$ cat config.mk
export PLATFORM = sky130hd
export DESIGN_NAME = wr_reorder_top
export DESIGN_NICKNAME = d
export VERILOG_FILES = /design/src/wr_reorder_pkg.sv /design/src/rob_dn_if.sv /design/src/rob_up_if.sv /design/src/ram_tp_nc.sv /design/src/reorder_buffer_wr.sv /design/src/wr_merge.sv /design/src/wr_reorder_top.sv /design/src/wr_steer.sv
export VERILOG_INCLUDE_DIRS = /design/src
export SDC_FILE = /design/constraint.sdc
export NUM_CORES = 1
export LEC_CHECK = 0
export ABC_AREA = 1
export BUFFER_PORTS_ARGS = -buffer_cell sky130_fd_sc_hd__buf_4
export CORE_AREA = 2 2 149 151
export CTS_BUF_LIST = sky130_fd_sc_hd__clkbuf_8
export CTS_CLUSTER_DIAMETER = 100
export CTS_CLUSTER_SIZE = 40
export DETAILED_ROUTE_END_ITERATION = 16
export DIE_AREA = 0 0 151 153
export GPL_ROUTABILITY_DRIVEN = 0
export GPL_TIMING_DRIVEN = 0
export PLACE_DENSITY = 0.69
export SLEW_MARGIN = 20
export SYNTH_ARGS = -nofsm -noshare
export SYNTH_HDL_FRONTEND = slang
export SYNTH_SLANG_ARGS = --single-unit
$ cat constraint.sdc
create_clock -name aclk -period 2.9 [get_ports aclk]
set_input_delay 0.58 -clock aclk [delete_from_list [all_inputs] [get_ports aclk]]
set_output_delay 0.58 -clock aclk [all_outputs]
set_load 0.01 [all_outputs]
$ cat src/wr_reorder_cfg.svh
`ifndef WR_REORDER_CFG_SVH
`define WR_REORDER_CFG_SVH

// ------------------------------------------------------------
// Reorder unit sizing
// ------------------------------------------------------------

// Streams, one reorder slice per stream
`define WR_N_CH 4

// Slots per slice
`define WR_N_SLOTS 8

// Largest awlen plus one
`define WR_N_BURSTED 2

`define WR_ADDR_WIDTH 40

`endif

$ cat src/wr_reorder_pkg.sv
`include "wr_reorder_cfg.svh"

package wr_reorder_pkg;

    // ------------------------------------------------------------
    // Id and slot types
    // ------------------------------------------------------------

    // Upstream awid/bid, also selects the slice
    typedef logic [$clog2(`WR_N_CH)-1:0] stream_id_t;

    // Slot index inside one slice
    typedef logic [$clog2(`WR_N_SLOTS)-1:0] slot_t;

    // Downstream id, slice in the upper bits
    typedef struct packed {
        stream_id_t stream;
        slot_t      slot;
    } dn_id_t;

    // ------------------------------------------------------------
    // Payload types
    // ------------------------------------------------------------
    typedef logic [1:0]                  resp_t;
    typedef logic [`WR_ADDR_WIDTH-1:0]   addr_t;
    typedef logic [7:0]                  len_t;

endpackage

$ cat src/rob_dn_if.sv
`timescale 1ns/1ps

// Downstream side of one slice: AW out, B in
interface rob_dn_if;
    import wr_reorder_pkg::*;

    addr_t awaddr;
    slot_t awslot;
    len_t  awlen;
    logic  awvalid;
    logic  awready;

    slot_t bslot;
    resp_t bresp;
    logic  bvalid;

    modport slice (
        output awaddr, awslot, awlen, awvalid,
        input  awready, bslot, bresp, bvalid
    );

    modport merge (
        input  awaddr, awslot, awlen, awvalid,
        output awready
    );

    modport steer (
        output bslot, bresp, bvalid
    );

endinterface

$ cat src/rob_up_if.sv
`timescale 1ns/1ps

// Upstream side of one slice: AW in, B out
interface rob_up_if;
    import wr_reorder_pkg::*;

    addr_t awaddr;
    len_t  awlen;
    logic  awvalid;
    logic  awready;

    resp_t bresp;
    logic  bvalid;
    logic  bready;

    modport steer (
        output awaddr, awlen, awvalid,
        input  awready
    );

    modport slice (
        input  awaddr, awlen, awvalid, bready,
        output awready, bresp, bvalid
    );

    modport merge (
        input  bresp, bvalid,
        output bready
    );

endinterface

$ cat src/ram_tp_nc.sv
`timescale 1ns/1ps

module ram_tp_nc #(
    parameter int ADDR_BITS = $bits(wr_reorder_pkg::slot_t),
    parameter int DATA_BITS = $bits(wr_reorder_pkg::resp_t)
) (
    input  logic                 clk,
    input  logic                 a_we,
    input  logic [ADDR_BITS-1:0] a_addr,
    input  logic [DATA_BITS-1:0] a_data_in,
    input  logic [ADDR_BITS-1:0] b_addr,
    output logic [DATA_BITS-1:0] b_data_out
);
    import wr_reorder_pkg::*;

    localparam int DEPTH = 1 << ADDR_BITS;

    logic [DATA_BITS-1:0] mem [DEPTH];

    // Write port
    always_ff @(posedge clk) begin
        if (a_we) begin
            mem[a_addr] <= a_data_in;
        end
    end

    // Registered read port, old data on a same-edge collision
    always_ff @(posedge clk) begin
        b_data_out <= mem[b_addr];
    end

endmodule

$ cat src/reorder_buffer_wr.sv
`timescale 1ns/1ps
`include "wr_reorder_cfg.svh"

module reorder_buffer_wr (
    input  logic    aclk,
    input  logic    aresetn,
    rob_up_if.slice up,
    rob_dn_if.slice dn
);
    import wr_reorder_pkg::*;

    // Slot state
    logic [`WR_N_SLOTS-1:0] busy;
    logic [`WR_N_SLOTS-1:0] done;

    // Issue and release pointers
    slot_t head;
    slot_t tail;

    // Response currently offered upstream
    logic  bvalid_q;
    slot_t bslot_q;

    logic  issue_ok;
    logic  issue;
    logic  stall;
    logic  accept;
    logic  release_slot;
    slot_t rd_addr;

    // ------------------------------------------------------------
    // Issue side
    // ------------------------------------------------------------

    // Every slot from head to head+awlen must be free
    always_comb begin
        issue_ok = 1'b1;
        for (int i = 0; i < `WR_N_BURSTED; i++) begin
            if (up.awlen >= len_t'(i) && busy[slot_t'(head + slot_t'(i))]) begin
                issue_ok = 1'b0;
            end
        end
    end

    assign dn.awvalid = up.awvalid && issue_ok;
    assign dn.awaddr  = up.awaddr;
    assign dn.awlen   = up.awlen;
    assign dn.awslot  = head;

    assign issue      = dn.awvalid && dn.awready;
    assign up.awready = issue;

    // ------------------------------------------------------------
    // Release side
    // ------------------------------------------------------------
    assign stall        = bvalid_q && !up.bready;
    assign accept       = bvalid_q && up.bready;
    assign release_slot = done[tail] && !stall;

    // Hold the read address under stall so bresp stays put
    assign rd_addr = stall ? bslot_q : tail;

    assign up.bvalid = bvalid_q;

    always_ff @(posedge aclk) begin
        if (!aresetn) begin
            busy     <= '0;
            done     <= '0;
            head     <= '0;
            tail     <= '0;
            bvalid_q <= 1'b0;
        end else begin
            // Slot is reusable once upstream took its response
            if (accept) begin
                busy[bslot_q] <= 1'b0;
            end

            if (issue) begin
                head <= head + slot_t'(up.awlen) + slot_t'(1);
                for (int i = 0; i < `WR_N_BURSTED; i++) begin
                    if (up.awlen >= len_t'(i)) begin
                        busy[slot_t'(head + slot_t'(i))] <= 1'b1;
                    end
                end
            end

            if (dn.bvalid) begin
                done[dn.bslot] <= 1'b1;
            end

            // In-order release from the tail
            if (release_slot) begin
                done[tail] <= 1'b0;
                tail       <= tail + slot_t'(1);
            end

            if (!stall) begin
                bvalid_q <= release_slot;
            end
        end
    end

    always_ff @(posedge aclk) begin
        if (release_slot) begin
            bslot_q <= tail;
        end
    end

    // Response store, one entry per slot
    ram_tp_nc #(
        .ADDR_BITS ($bits(slot_t)),
        .DATA_BITS ($bits(resp_t))
    ) resp_ram_inst (
        .clk        (aclk),
        .a_we       (dn.bvalid),
        .a_addr     (dn.bslot),
        .a_data_in  (dn.bresp),
        .b_addr     (rd_addr),
        .b_data_out (up.bresp)
    );

endmodule

$ cat src/wr_merge.sv
`timescale 1ns/1ps
`include "wr_reorder_cfg.svh"

module wr_merge (
    input  logic                        aclk,
    input  logic                        aresetn,
    rob_up_if.merge                     up [`WR_N_CH],
    rob_dn_if.merge                     dn [`WR_N_CH],
    output wr_reorder_pkg::addr_t       m_awaddr,
    output wr_reorder_pkg::dn_id_t      m_awid,
    output wr_reorder_pkg::len_t        m_awlen,
    output logic                        m_awvalid,
    input  logic                        m_awready,
    output wr_reorder_pkg::stream_id_t  s_bid,
    output wr_reorder_pkg::resp_t       s_bresp,
    output logic                        s_bvalid,
    input  logic                        s_bready
);
    import wr_reorder_pkg::*;

    logic [`WR_N_CH-1:0] aw_req;
    addr_t               aw_addr [`WR_N_CH];
    slot_t               aw_slot [`WR_N_CH];
    len_t                aw_len  [`WR_N_CH];
    stream_id_t          aw_last;
    stream_id_t          aw_gnt;

    logic [`WR_N_CH-1:0] b_req;
    resp_t               b_resp [`WR_N_CH];
    stream_id_t          b_last;
    stream_id_t          b_gnt;
    logic                b_hold;
    stream_id_t          b_hold_idx;

    // First requester after the last grant, wrapping around
    function automatic stream_id_t rr_pick(input logic [`WR_N_CH-1:0] req,
                                           input stream_id_t last);
        stream_id_t pick;
        stream_id_t idx;
        pick = last;
        for (int k = `WR_N_CH; k >= 1; k--) begin
            idx = stream_id_t'((int'(last) + k) % `WR_N_CH);
            if (req[idx]) begin
                pick = idx;
            end
        end
        return pick;
    endfunction

    for (genvar i = 0; i < `WR_N_CH; i++) begin : g_ch
        assign aw_req[i]     = dn[i].awvalid;
        assign aw_addr[i]    = dn[i].awaddr;
        assign aw_slot[i]    = dn[i].awslot;
        assign aw_len[i]     = dn[i].awlen;
        assign dn[i].awready = m_awready && (aw_gnt == stream_id_t'(i));

        assign b_req[i]      = up[i].bvalid;
        assign b_resp[i]     = up[i].bresp;
        assign up[i].bready  = s_bready && (b_gnt == stream_id_t'(i));
    end

    // ------------------------------------------------------------
    // AW arbiter
    // ------------------------------------------------------------
    assign aw_gnt    = rr_pick(aw_req, aw_last);
    assign m_awvalid = aw_req[aw_gnt];
    assign m_awaddr  = aw_addr[aw_gnt];
    assign m_awlen   = aw_len[aw_gnt];
    assign m_awid    = {aw_gnt, aw_slot[aw_gnt]};

    always_ff @(posedge aclk) begin
        if (!aresetn) begin
            aw_last <= stream_id_t'(`WR_N_CH - 1);
        end else if (m_awvalid && m_awready) begin
            aw_last <= aw_gnt;
        end
    end

    // ------------------------------------------------------------
    // B arbiter, grant locked while upstream stalls
    // ------------------------------------------------------------
    assign b_gnt    = b_hold ? b_hold_idx : rr_pick(b_req, b_last);
    assign s_bvalid = b_req[b_gnt];
    assign s_bid    = b_gnt;
    assign s_bresp  = b_resp[b_gnt];

    always_ff @(posedge aclk) begin
        if (!aresetn) begin
            b_last     <= stream_id_t'(`WR_N_CH - 1);
            b_hold     <= 1'b0;
            b_hold_idx <= '0;
        end else if (s_bvalid && s_bready) begin
            b_last <= b_gnt;
            b_hold <= 1'b0;
        end else if (s_bvalid) begin
            b_hold     <= 1'b1;
            b_hold_idx <= b_gnt;
        end
    end

endmodule

$ cat src/wr_reorder_top.sv
`timescale 1ns/1ps
`include "wr_reorder_cfg.svh"

module wr_reorder_top (
    input  logic                        aclk,
    input  logic                        aresetn,

    // Upstream, from the write master
    input  wr_reorder_pkg::addr_t       s_awaddr,
    input  wr_reorder_pkg::stream_id_t  s_awid,
    input  wr_reorder_pkg::len_t        s_awlen,
    input  logic                        s_awvalid,
    output logic                        s_awready,
    output wr_reorder_pkg::stream_id_t  s_bid,
    output wr_reorder_pkg::resp_t       s_bresp,
    output logic                        s_bvalid,
    input  logic                        s_bready,

    // Downstream, to the subordinate
    output wr_reorder_pkg::addr_t       m_awaddr,
    output wr_reorder_pkg::dn_id_t      m_awid,
    output wr_reorder_pkg::len_t        m_awlen,
    output logic                        m_awvalid,
    input  logic                        m_awready,
    input  wr_reorder_pkg::dn_id_t      m_bid,
    input  wr_reorder_pkg::resp_t       m_bresp,
    input  logic                        m_bvalid,
    output logic                        m_bready
);
    import wr_reorder_pkg::*;

    rob_up_if up_if [`WR_N_CH] ();
    rob_dn_if dn_if [`WR_N_CH] ();

    // Slices always accept responses
    assign m_bready = 1'b1;

    wr_steer wr_steer_inst (
        .aclk      (aclk),
        .s_awaddr  (s_awaddr),
        .s_awid    (s_awid),
        .s_awlen   (s_awlen),
        .s_awvalid (s_awvalid),
        .s_awready (s_awready),
        .m_bid     (m_bid),
        .m_bresp   (m_bresp),
        .m_bvalid  (m_bvalid),
        .up        (up_if),
        .dn        (dn_if)
    );

    // ------------------------------------------------------------
    // One reorder slice per stream
    // ------------------------------------------------------------
    for (genvar g = 0; g < `WR_N_CH; g++) begin : g_slice
        reorder_buffer_wr reorder_buffer_wr_inst (
            .aclk    (aclk),
            .aresetn (aresetn),
            .up      (up_if[g]),
            .dn      (dn_if[g])
        );
    end

    wr_merge wr_merge_inst (
        .aclk      (aclk),
        .aresetn   (aresetn),
        .up        (up_if),
        .dn        (dn_if),
        .m_awaddr  (m_awaddr),
        .m_awid    (m_awid),
        .m_awlen   (m_awlen),
        .m_awvalid (m_awvalid),
        .m_awready (m_awready),
        .s_bid     (s_bid),
        .s_bresp   (s_bresp),
        .s_bvalid  (s_bvalid),
        .s_bready  (s_bready)
    );

endmodule

$ cat src/wr_steer.sv
`timescale 1ns/1ps
`include "wr_reorder_cfg.svh"

module wr_steer (
    input  logic                        aclk,
    input  wr_reorder_pkg::addr_t       s_awaddr,
    input  wr_reorder_pkg::stream_id_t  s_awid,
    input  wr_reorder_pkg::len_t        s_awlen,
    input  logic                        s_awvalid,
    output logic                        s_awready,
    input  wr_reorder_pkg::dn_id_t      m_bid,
    input  wr_reorder_pkg::resp_t       m_bresp,
    input  logic                        m_bvalid,
    rob_up_if.steer                     up [`WR_N_CH],
    rob_dn_if.steer                     dn [`WR_N_CH]
);
    import wr_reorder_pkg::*;

    // Ready of every slice, selected back by awid
    logic [`WR_N_CH-1:0] aw_ready;

    // ------------------------------------------------------------
    // AW by stream, B by upper id bits
    // ------------------------------------------------------------
    for (genvar i = 0; i < `WR_N_CH; i++) begin : g_ch
        assign up[i].awaddr  = s_awaddr;
        assign up[i].awlen   = s_awlen;
        assign up[i].awvalid = s_awvalid && (s_awid == stream_id_t'(i));
        assign aw_ready[i]   = up[i].awready;

        assign dn[i].bslot   = m_bid.slot;
        assign dn[i].bresp   = m_bresp;
        assign dn[i].bvalid  = m_bvalid && (m_bid.stream == stream_id_t'(i));
    end

    assign s_awready = aw_ready[s_awid];

endmodule
# Word-level counts from Yosys, hierarchy flattened
# Memory sizes are Yosys's and may differ from the RTL's. A register that Yosys moved wholly into a read port is not among the register bits.
# Cells that the tools add are included.
# op_classes
n_addsub,24
order_cmp,49
n_eq_ne,12
muxes,161
bitwise,32
reduce_logical,77
# ops
cell,n
2-to-1 mux 8 bit,42
bitwise OR 8 bit,12
binary-select mux 40 bit (select 2 bit),1
2-to-1 mux 40 bit,2
"< comparator 3 x 4 -> 1 bit, second input constant",17
bitwise AND 8 bit,8
inverter 8 bit,8
logical AND 1 bit,63
2-to-1 mux 1 bit,56
demux 1 bit (select 3 bit),17
"greater-or-equal comparator 3 x 1 -> 1 bit, second input constant",17
"adder 3 x 1 -> 3 bit, second input constant",12
binary-select mux 1 bit (select 3 bit),12
"< comparator 2 x 3 -> 1 bit, second input constant",11
binary-select mux 1 bit (select 2 bit),11
2-to-1 mux 2 bit,11
2-to-1 mux 3 bit,6
binary-select mux 8 bit (select 2 bit),1
"== test 2 bit, second input constant",8
"greater-or-equal comparator 8 x 1 -> 1 bit, second input constant",2
adder 3 bit,4
"adder 2 x 1 -> 2 bit, second input constant",4
"adder 2 bit, second input constant",4
"== test 2 x 1 -> 1 bit, second input constant",4
9 further kinds,22
# word_totals
ff_bits,111
ramBits,64
input_bits,63
out_inout_bits,61
elab_cells,387
memories,4
# mem_list
name,words,width,rd,rd_clocked_by_memory_dff,write_ports,line,text
g_slice[0].reorder_buffer_wr_inst.resp_ram_inst.mem,8,2,1,1,1,ram_tp_nc.sv:18,logic [DATA_BITS-1:0] mem [DEPTH];
g_slice[1].reorder_buffer_wr_inst.resp_ram_inst.mem,8,2,1,1,1,ram_tp_nc.sv:18,
g_slice[2].reorder_buffer_wr_inst.resp_ram_inst.mem,8,2,1,1,1,ram_tp_nc.sv:18,
g_slice[3].reorder_buffer_wr_inst.resp_ram_inst.mem,8,2,1,1,1,ram_tp_nc.sv:18,

# Longest topological paths before layout
# logic_depth
ltp_word,20
ltp_mapped,22
ltp_nobuf,19

# Hierarchy
# Synthesis repeated with hierarchy kept, for this count alone.
# hier_totals
cells_unflattened,2332
area_unflattened_um2,15813.9
# by_module_without_submodules
module,instances,cells_each,area_per_inst_um2,seq_area_each_um2
reorder_buffer_wr (g_slice[1].reorder_buffer_wr_inst ...),2,321,2104.5,550.5
ram_tp_nc,4,89,807.0,520.5
wr_merge,1,456,2418.6,140.1
reorder_buffer_wr (g_slice[2].reorder_buffer_wr_inst),1,320,2150.8,550.5
reorder_buffer_wr (g_slice[0].reorder_buffer_wr_inst),1,321,2108.3,550.5
wr_steer,1,235,1687.9,0.0
wr_reorder_top,1,2,11.3,0.0

# Least setup slack after synthesis
# OpenSTA, ideal clock, no wires.
# synth_path
path_kind,input port to output port
startpoint,input port s_awlen[2]
endpoint,output port m_awid[0] (netlist name)
arrival_ns,2.194
required_ns,2.320
setup_slack_ns,0.126
path_stages,16
n_path_buf,2
cell_sequence,clkbuf_1 > nor2_1 > nand4_1 > nand3_1 > nand2_1 > nand2_1 > nand3_1 > nand2_1 > inv_1 > nand2_1 > nand2_1 > nand2_1 > buf_2 > o21ai_0 > nand2_1 > o21ai_1
# synth_lines
item,line,text
from (decl),wr_reorder_top.sv:11,"input wr_reorder_pkg::len_t s_awlen,"
to (decl),wr_reorder_top.sv:21,"output wr_reorder_pkg::dn_id_t m_awid,"

==> metrics.md <==
| Metric | Value |
|---|---|
| Outcome | `finished, violations left` |
| Failing checks | `negative setup slack` |
| Die height | `153 µm` |
| Crit. End Element | `output port` |
| Via count | `10.2k` |
| Post-DP Area | `11500 µm²` |
| DIE AREA | `23100 µm²` |
| HP Start | `g_slice[2].reorder_buffer_wr_inst.tail[0]` |
| R2R Path End | `g_slice[1].reorder_buffer_wr_inst.dn.awslot[1]` |
| Design area | `13000 µm²` |
| Commonest non-fill, non-tap cell in the layout | `nand2_1` |
| Ys Warns | `0` |
| Clk sink count | `183` |
| Total track usage | `24.5%` |
| DRT Pass-1 Iters | `5` |
| Vias in the first global route | `9230` |
| Core area | `21500 µm²` |
| Number of port buffers | `80` |
| Cell mode on critical path | `nand2_1` |
| Post-layout min period | `3.37 ns` |
| Worst path max stage delay | `0.38 ns` |
| Avg Vias per Cell | `5.37` |
| Min-Delay Endpoint | `g_slice[2].reorder_buffer_wr_inst.bslot_q[0]` |
| Routed length per placed instance | `15.1 µm` |
| DP Wirelength | `20300 µm` |
| Syn Inst Count | `1440` |
| Clk pin slew, worst setup/hold paths | `0.10 ns` |
| CTS tree | `yes` |
| WHS Path Cells | `0` |
| Synthesized cell area | `10500 µm²` |
| Htree depth | `4` |
| CTS Buffer Depth | `2` |
| Hold buffer count at CTS | `0` |
| FMAX | `0.297 GHz` |
| Syn_area_per_cell | `7.31 µm²` |
| Fin. Hold Viols | `0` |
| GRT overflow | `0` |
| Worst path slowest cell | `dfxtp_4` |
| IO Pins | `124` |
| CP cell instances | `buf_6, clkinvlp_4, nand4_1, nand2_1, nor2_1, nand2_1, nor2_2, nand3_2, nand2_1, nand2_1, nand2_1, inv_2, nand2_1, nand2_1, nand2_2, inv_1, o21ai_0, o21ai_1, buf_4` |
| Max-slew violation count | `0` |
| Pleak | `0.00581 µW` |
| Skew final | `0.0184 ns` |
| Sequential fraction of the synthesis area | `42.0%` |
| Mapped Nets | `1519` |
| Root buffer cell | `clkbuf_8` |
| Final WL | `28600 µm` |
| Worst min path class | `flop to flop` |
| CP bufs+invs | `5` |
| First-pass GRT wire length | `45300 µm` |
| Family with the most delay on the worst path | `simple AND/OR/NAND/NOR gates` |
| Distinct cells, synth | `43` |
| Later-pin clock latency in the skew report | `0.47 ns` |
| Nets | `1683` |
| Horiz. Die Dim | `151 µm` |
| FFs w/ async S/R, synth | `0%` |
| CTS buffer count | `17` |
| Worst r2r path cells | `19` |
| Total power draw | `9000 µW` |
| Number of flops mapped to enable cells by yosys | `76` |
| Worst Path Arrival | `2.79 ns` |
| Power Density | `691 nW/µm²` |
| Critical Path RT | `2.32 ns` |
| Fin crit share | `116%` |
| Ant. Diodes | `0` |
| DR DRC count | `0` |
| Rel. slew slack | `48.1%` |
| Initial Utilization | `49.0%` |
| Register-to-Register Setup Slack | `0.32 ns` |
| # rows | `54` |
| Actual slew at the worst max-slew pin | `0.778 ns` |
| Max cap viols | `0` |
| Final worst slack | `-0.465 ns` |
| First DRT Iteration DRCs | `968` |
| Antenna-violating nets left | `0` |
| Layout area overhead | `23.9%` |
| Initial antenna violation count | `0` |
| Worst Path Class, Setup | `flop to output port` |
| Critical R2R Launch | `g_slice[3].reorder_buffer_wr_inst.dn.awslot[1]` |
| RSZ-0062 raised after global routing | `true` |
| Layout cells sized above 1 | `24.7%` |
| Largest net degree at the start of global routing | `33` |
| Crit path max fanout | `7` |
| Setup Viol. Count Final | `7` |
| Maximum vdd drop | `0.418 mV` |
| CP startpoint kind | `flop` |
| Commonest cells after routing, fill and taps aside | `367 x nand2_1, 185 x buf_4, 178 x nand3_1` |
| Top_reg_cell synth | `dfxtp_1` |
| Seq cells post-synth | `183` |
[layout make-up]
class	count	area [µm²]
inverters	172	664
well taps	280	350
fillers	1958	8450
multi-input cells	993	5350
repair buffers	146	1150
plain buffers	91	659
clock buffers	17	234
clock inverters	14	155
flip-flops and latches	183	4470
[state kept, by name (all words and copies together) (netlist names)]
register / flops
g_slice.reorder_buffer_wr_inst.resp_ram_inst.mem: 64
g_slice.reorder_buffer_wr_inst.busy: 32
g_slice.reorder_buffer_wr_inst.done: 32
g_slice.reorder_buffer_wr_inst.bslot_q: 12
g_slice.reorder_buffer_wr_inst.dn.awslot: 12
g_slice.reorder_buffer_wr_inst.tail: 12
g_slice.reorder_buffer_wr_inst.resp_ram_inst.b_data_out: 8
g_slice.reorder_buffer_wr_inst.up.bvalid: 4
wr_merge_inst.aw_last: 2
wr_merge_inst.b_hold_idx: 2
wr_merge_inst.b_last: 2
wr_merge_inst.b_hold: 1
[per-layer routing]
metal / GRT usage, % / part of all wire, %
met1: 33.6 / 44
met2: 40.0 / 47
met3: 3.58 / 6.8
met5: 0 / 0
met4: 7.39 / 2.1
[worst max-delay path by stage]
stage | start | end | cells after the start
2_1_floorplan | s_awlen[2] | m_awid[0] | 16
3_3_place_gp | s_awlen[2] | m_awid[0] | 17
3_5_place_dp | s_awlen[2] | m_awid[2] | 17
4_1_cts | g_slice[3].reorder_buffer_wr_inst.dn.awslot[1] | m_awid[1] | 21
5_1_grt | g_slice[2].reorder_buffer_wr_inst.dn.awslot[0] | m_awid[0] | 21
6_report | g_slice[3].reorder_buffer_wr_inst.dn.awslot[1] | m_awid[1] | 19
[what timing repair did]
item | in CTS | in global routing
endpoints found under the setup margin | 9 | 9
setup buffers | 35 | 29
pin swaps | 28 | 34
gates resized for setup | 131 | 54
cloned | 2 | 0
[metrics by stage]
| step | hold slack [ns] | setup slack [ns] | TNS (ns) | std cells | utilization [%] |
|---|---|---|---|---|---|
| 2_1_floorplan | 0.435 | 0.126 | 0 | 1440 | - |
| 3_3_place_gp | 0.454 | -0.507 | -1.75 | 1800 | 53.4 |
| 3_5_place_dp | 0.455 | -0.539 | -1.90 | 1800 | 53.4 |
| 4_1_cts | 0.482 | -0.360 | -1.38 | 1867 | 58.7 |
| 5_1_grt | 0.492 | -0.646 | -3.11 | 1896 | 60.7 |
| 6_report | 0.480 | -0.465 | -1.88 | 1896 | 60.7 |
[cells by family (layout without fill, tap and decap cells)]
logic type / count (synthesis) / count (layout) / share of synthesized area, %
buffers and inverters: 264 / 440 / 11.6
AOI/OAI and AO/OA: 196 / 196 / 11.3
other: 1 / 1 / 0.0356
xor gates and xnor gates: 8 / 8 / 0.809
adders and majority gates: 16 / 16 / 2.19
DFF: 183 / 183 / 42.0
and+or+nand+nor: 772 / 772 / 32.1
[synth_stat cells (15+ instances only)]
cell type	number	share of area (%)
nand4_1	32	1.9
inv_1	160	5.7
nand2_1	389	14
nand3_1	197	9.4
o21ai_0	75	3.6
a21oi_1	48	2.3
buf_4	51	3.6
buf_2	15	0.71
nor2_1	112	4.0
clkbuf_1	23	0.82
edfxtp_1	76	22
dfxtp_1	107	20
o211ai_1	33	2.4
[report_power, final]
group | internal [µW] | total, µW | switching [µW]
clock network | 645 | 1720 | 1070
registers | 2920 | 3170 | 243
logic | 1630 | 4120 | 2490
total | 5200 | 9000 | 3810
Power figures use the tool's default switching activity.
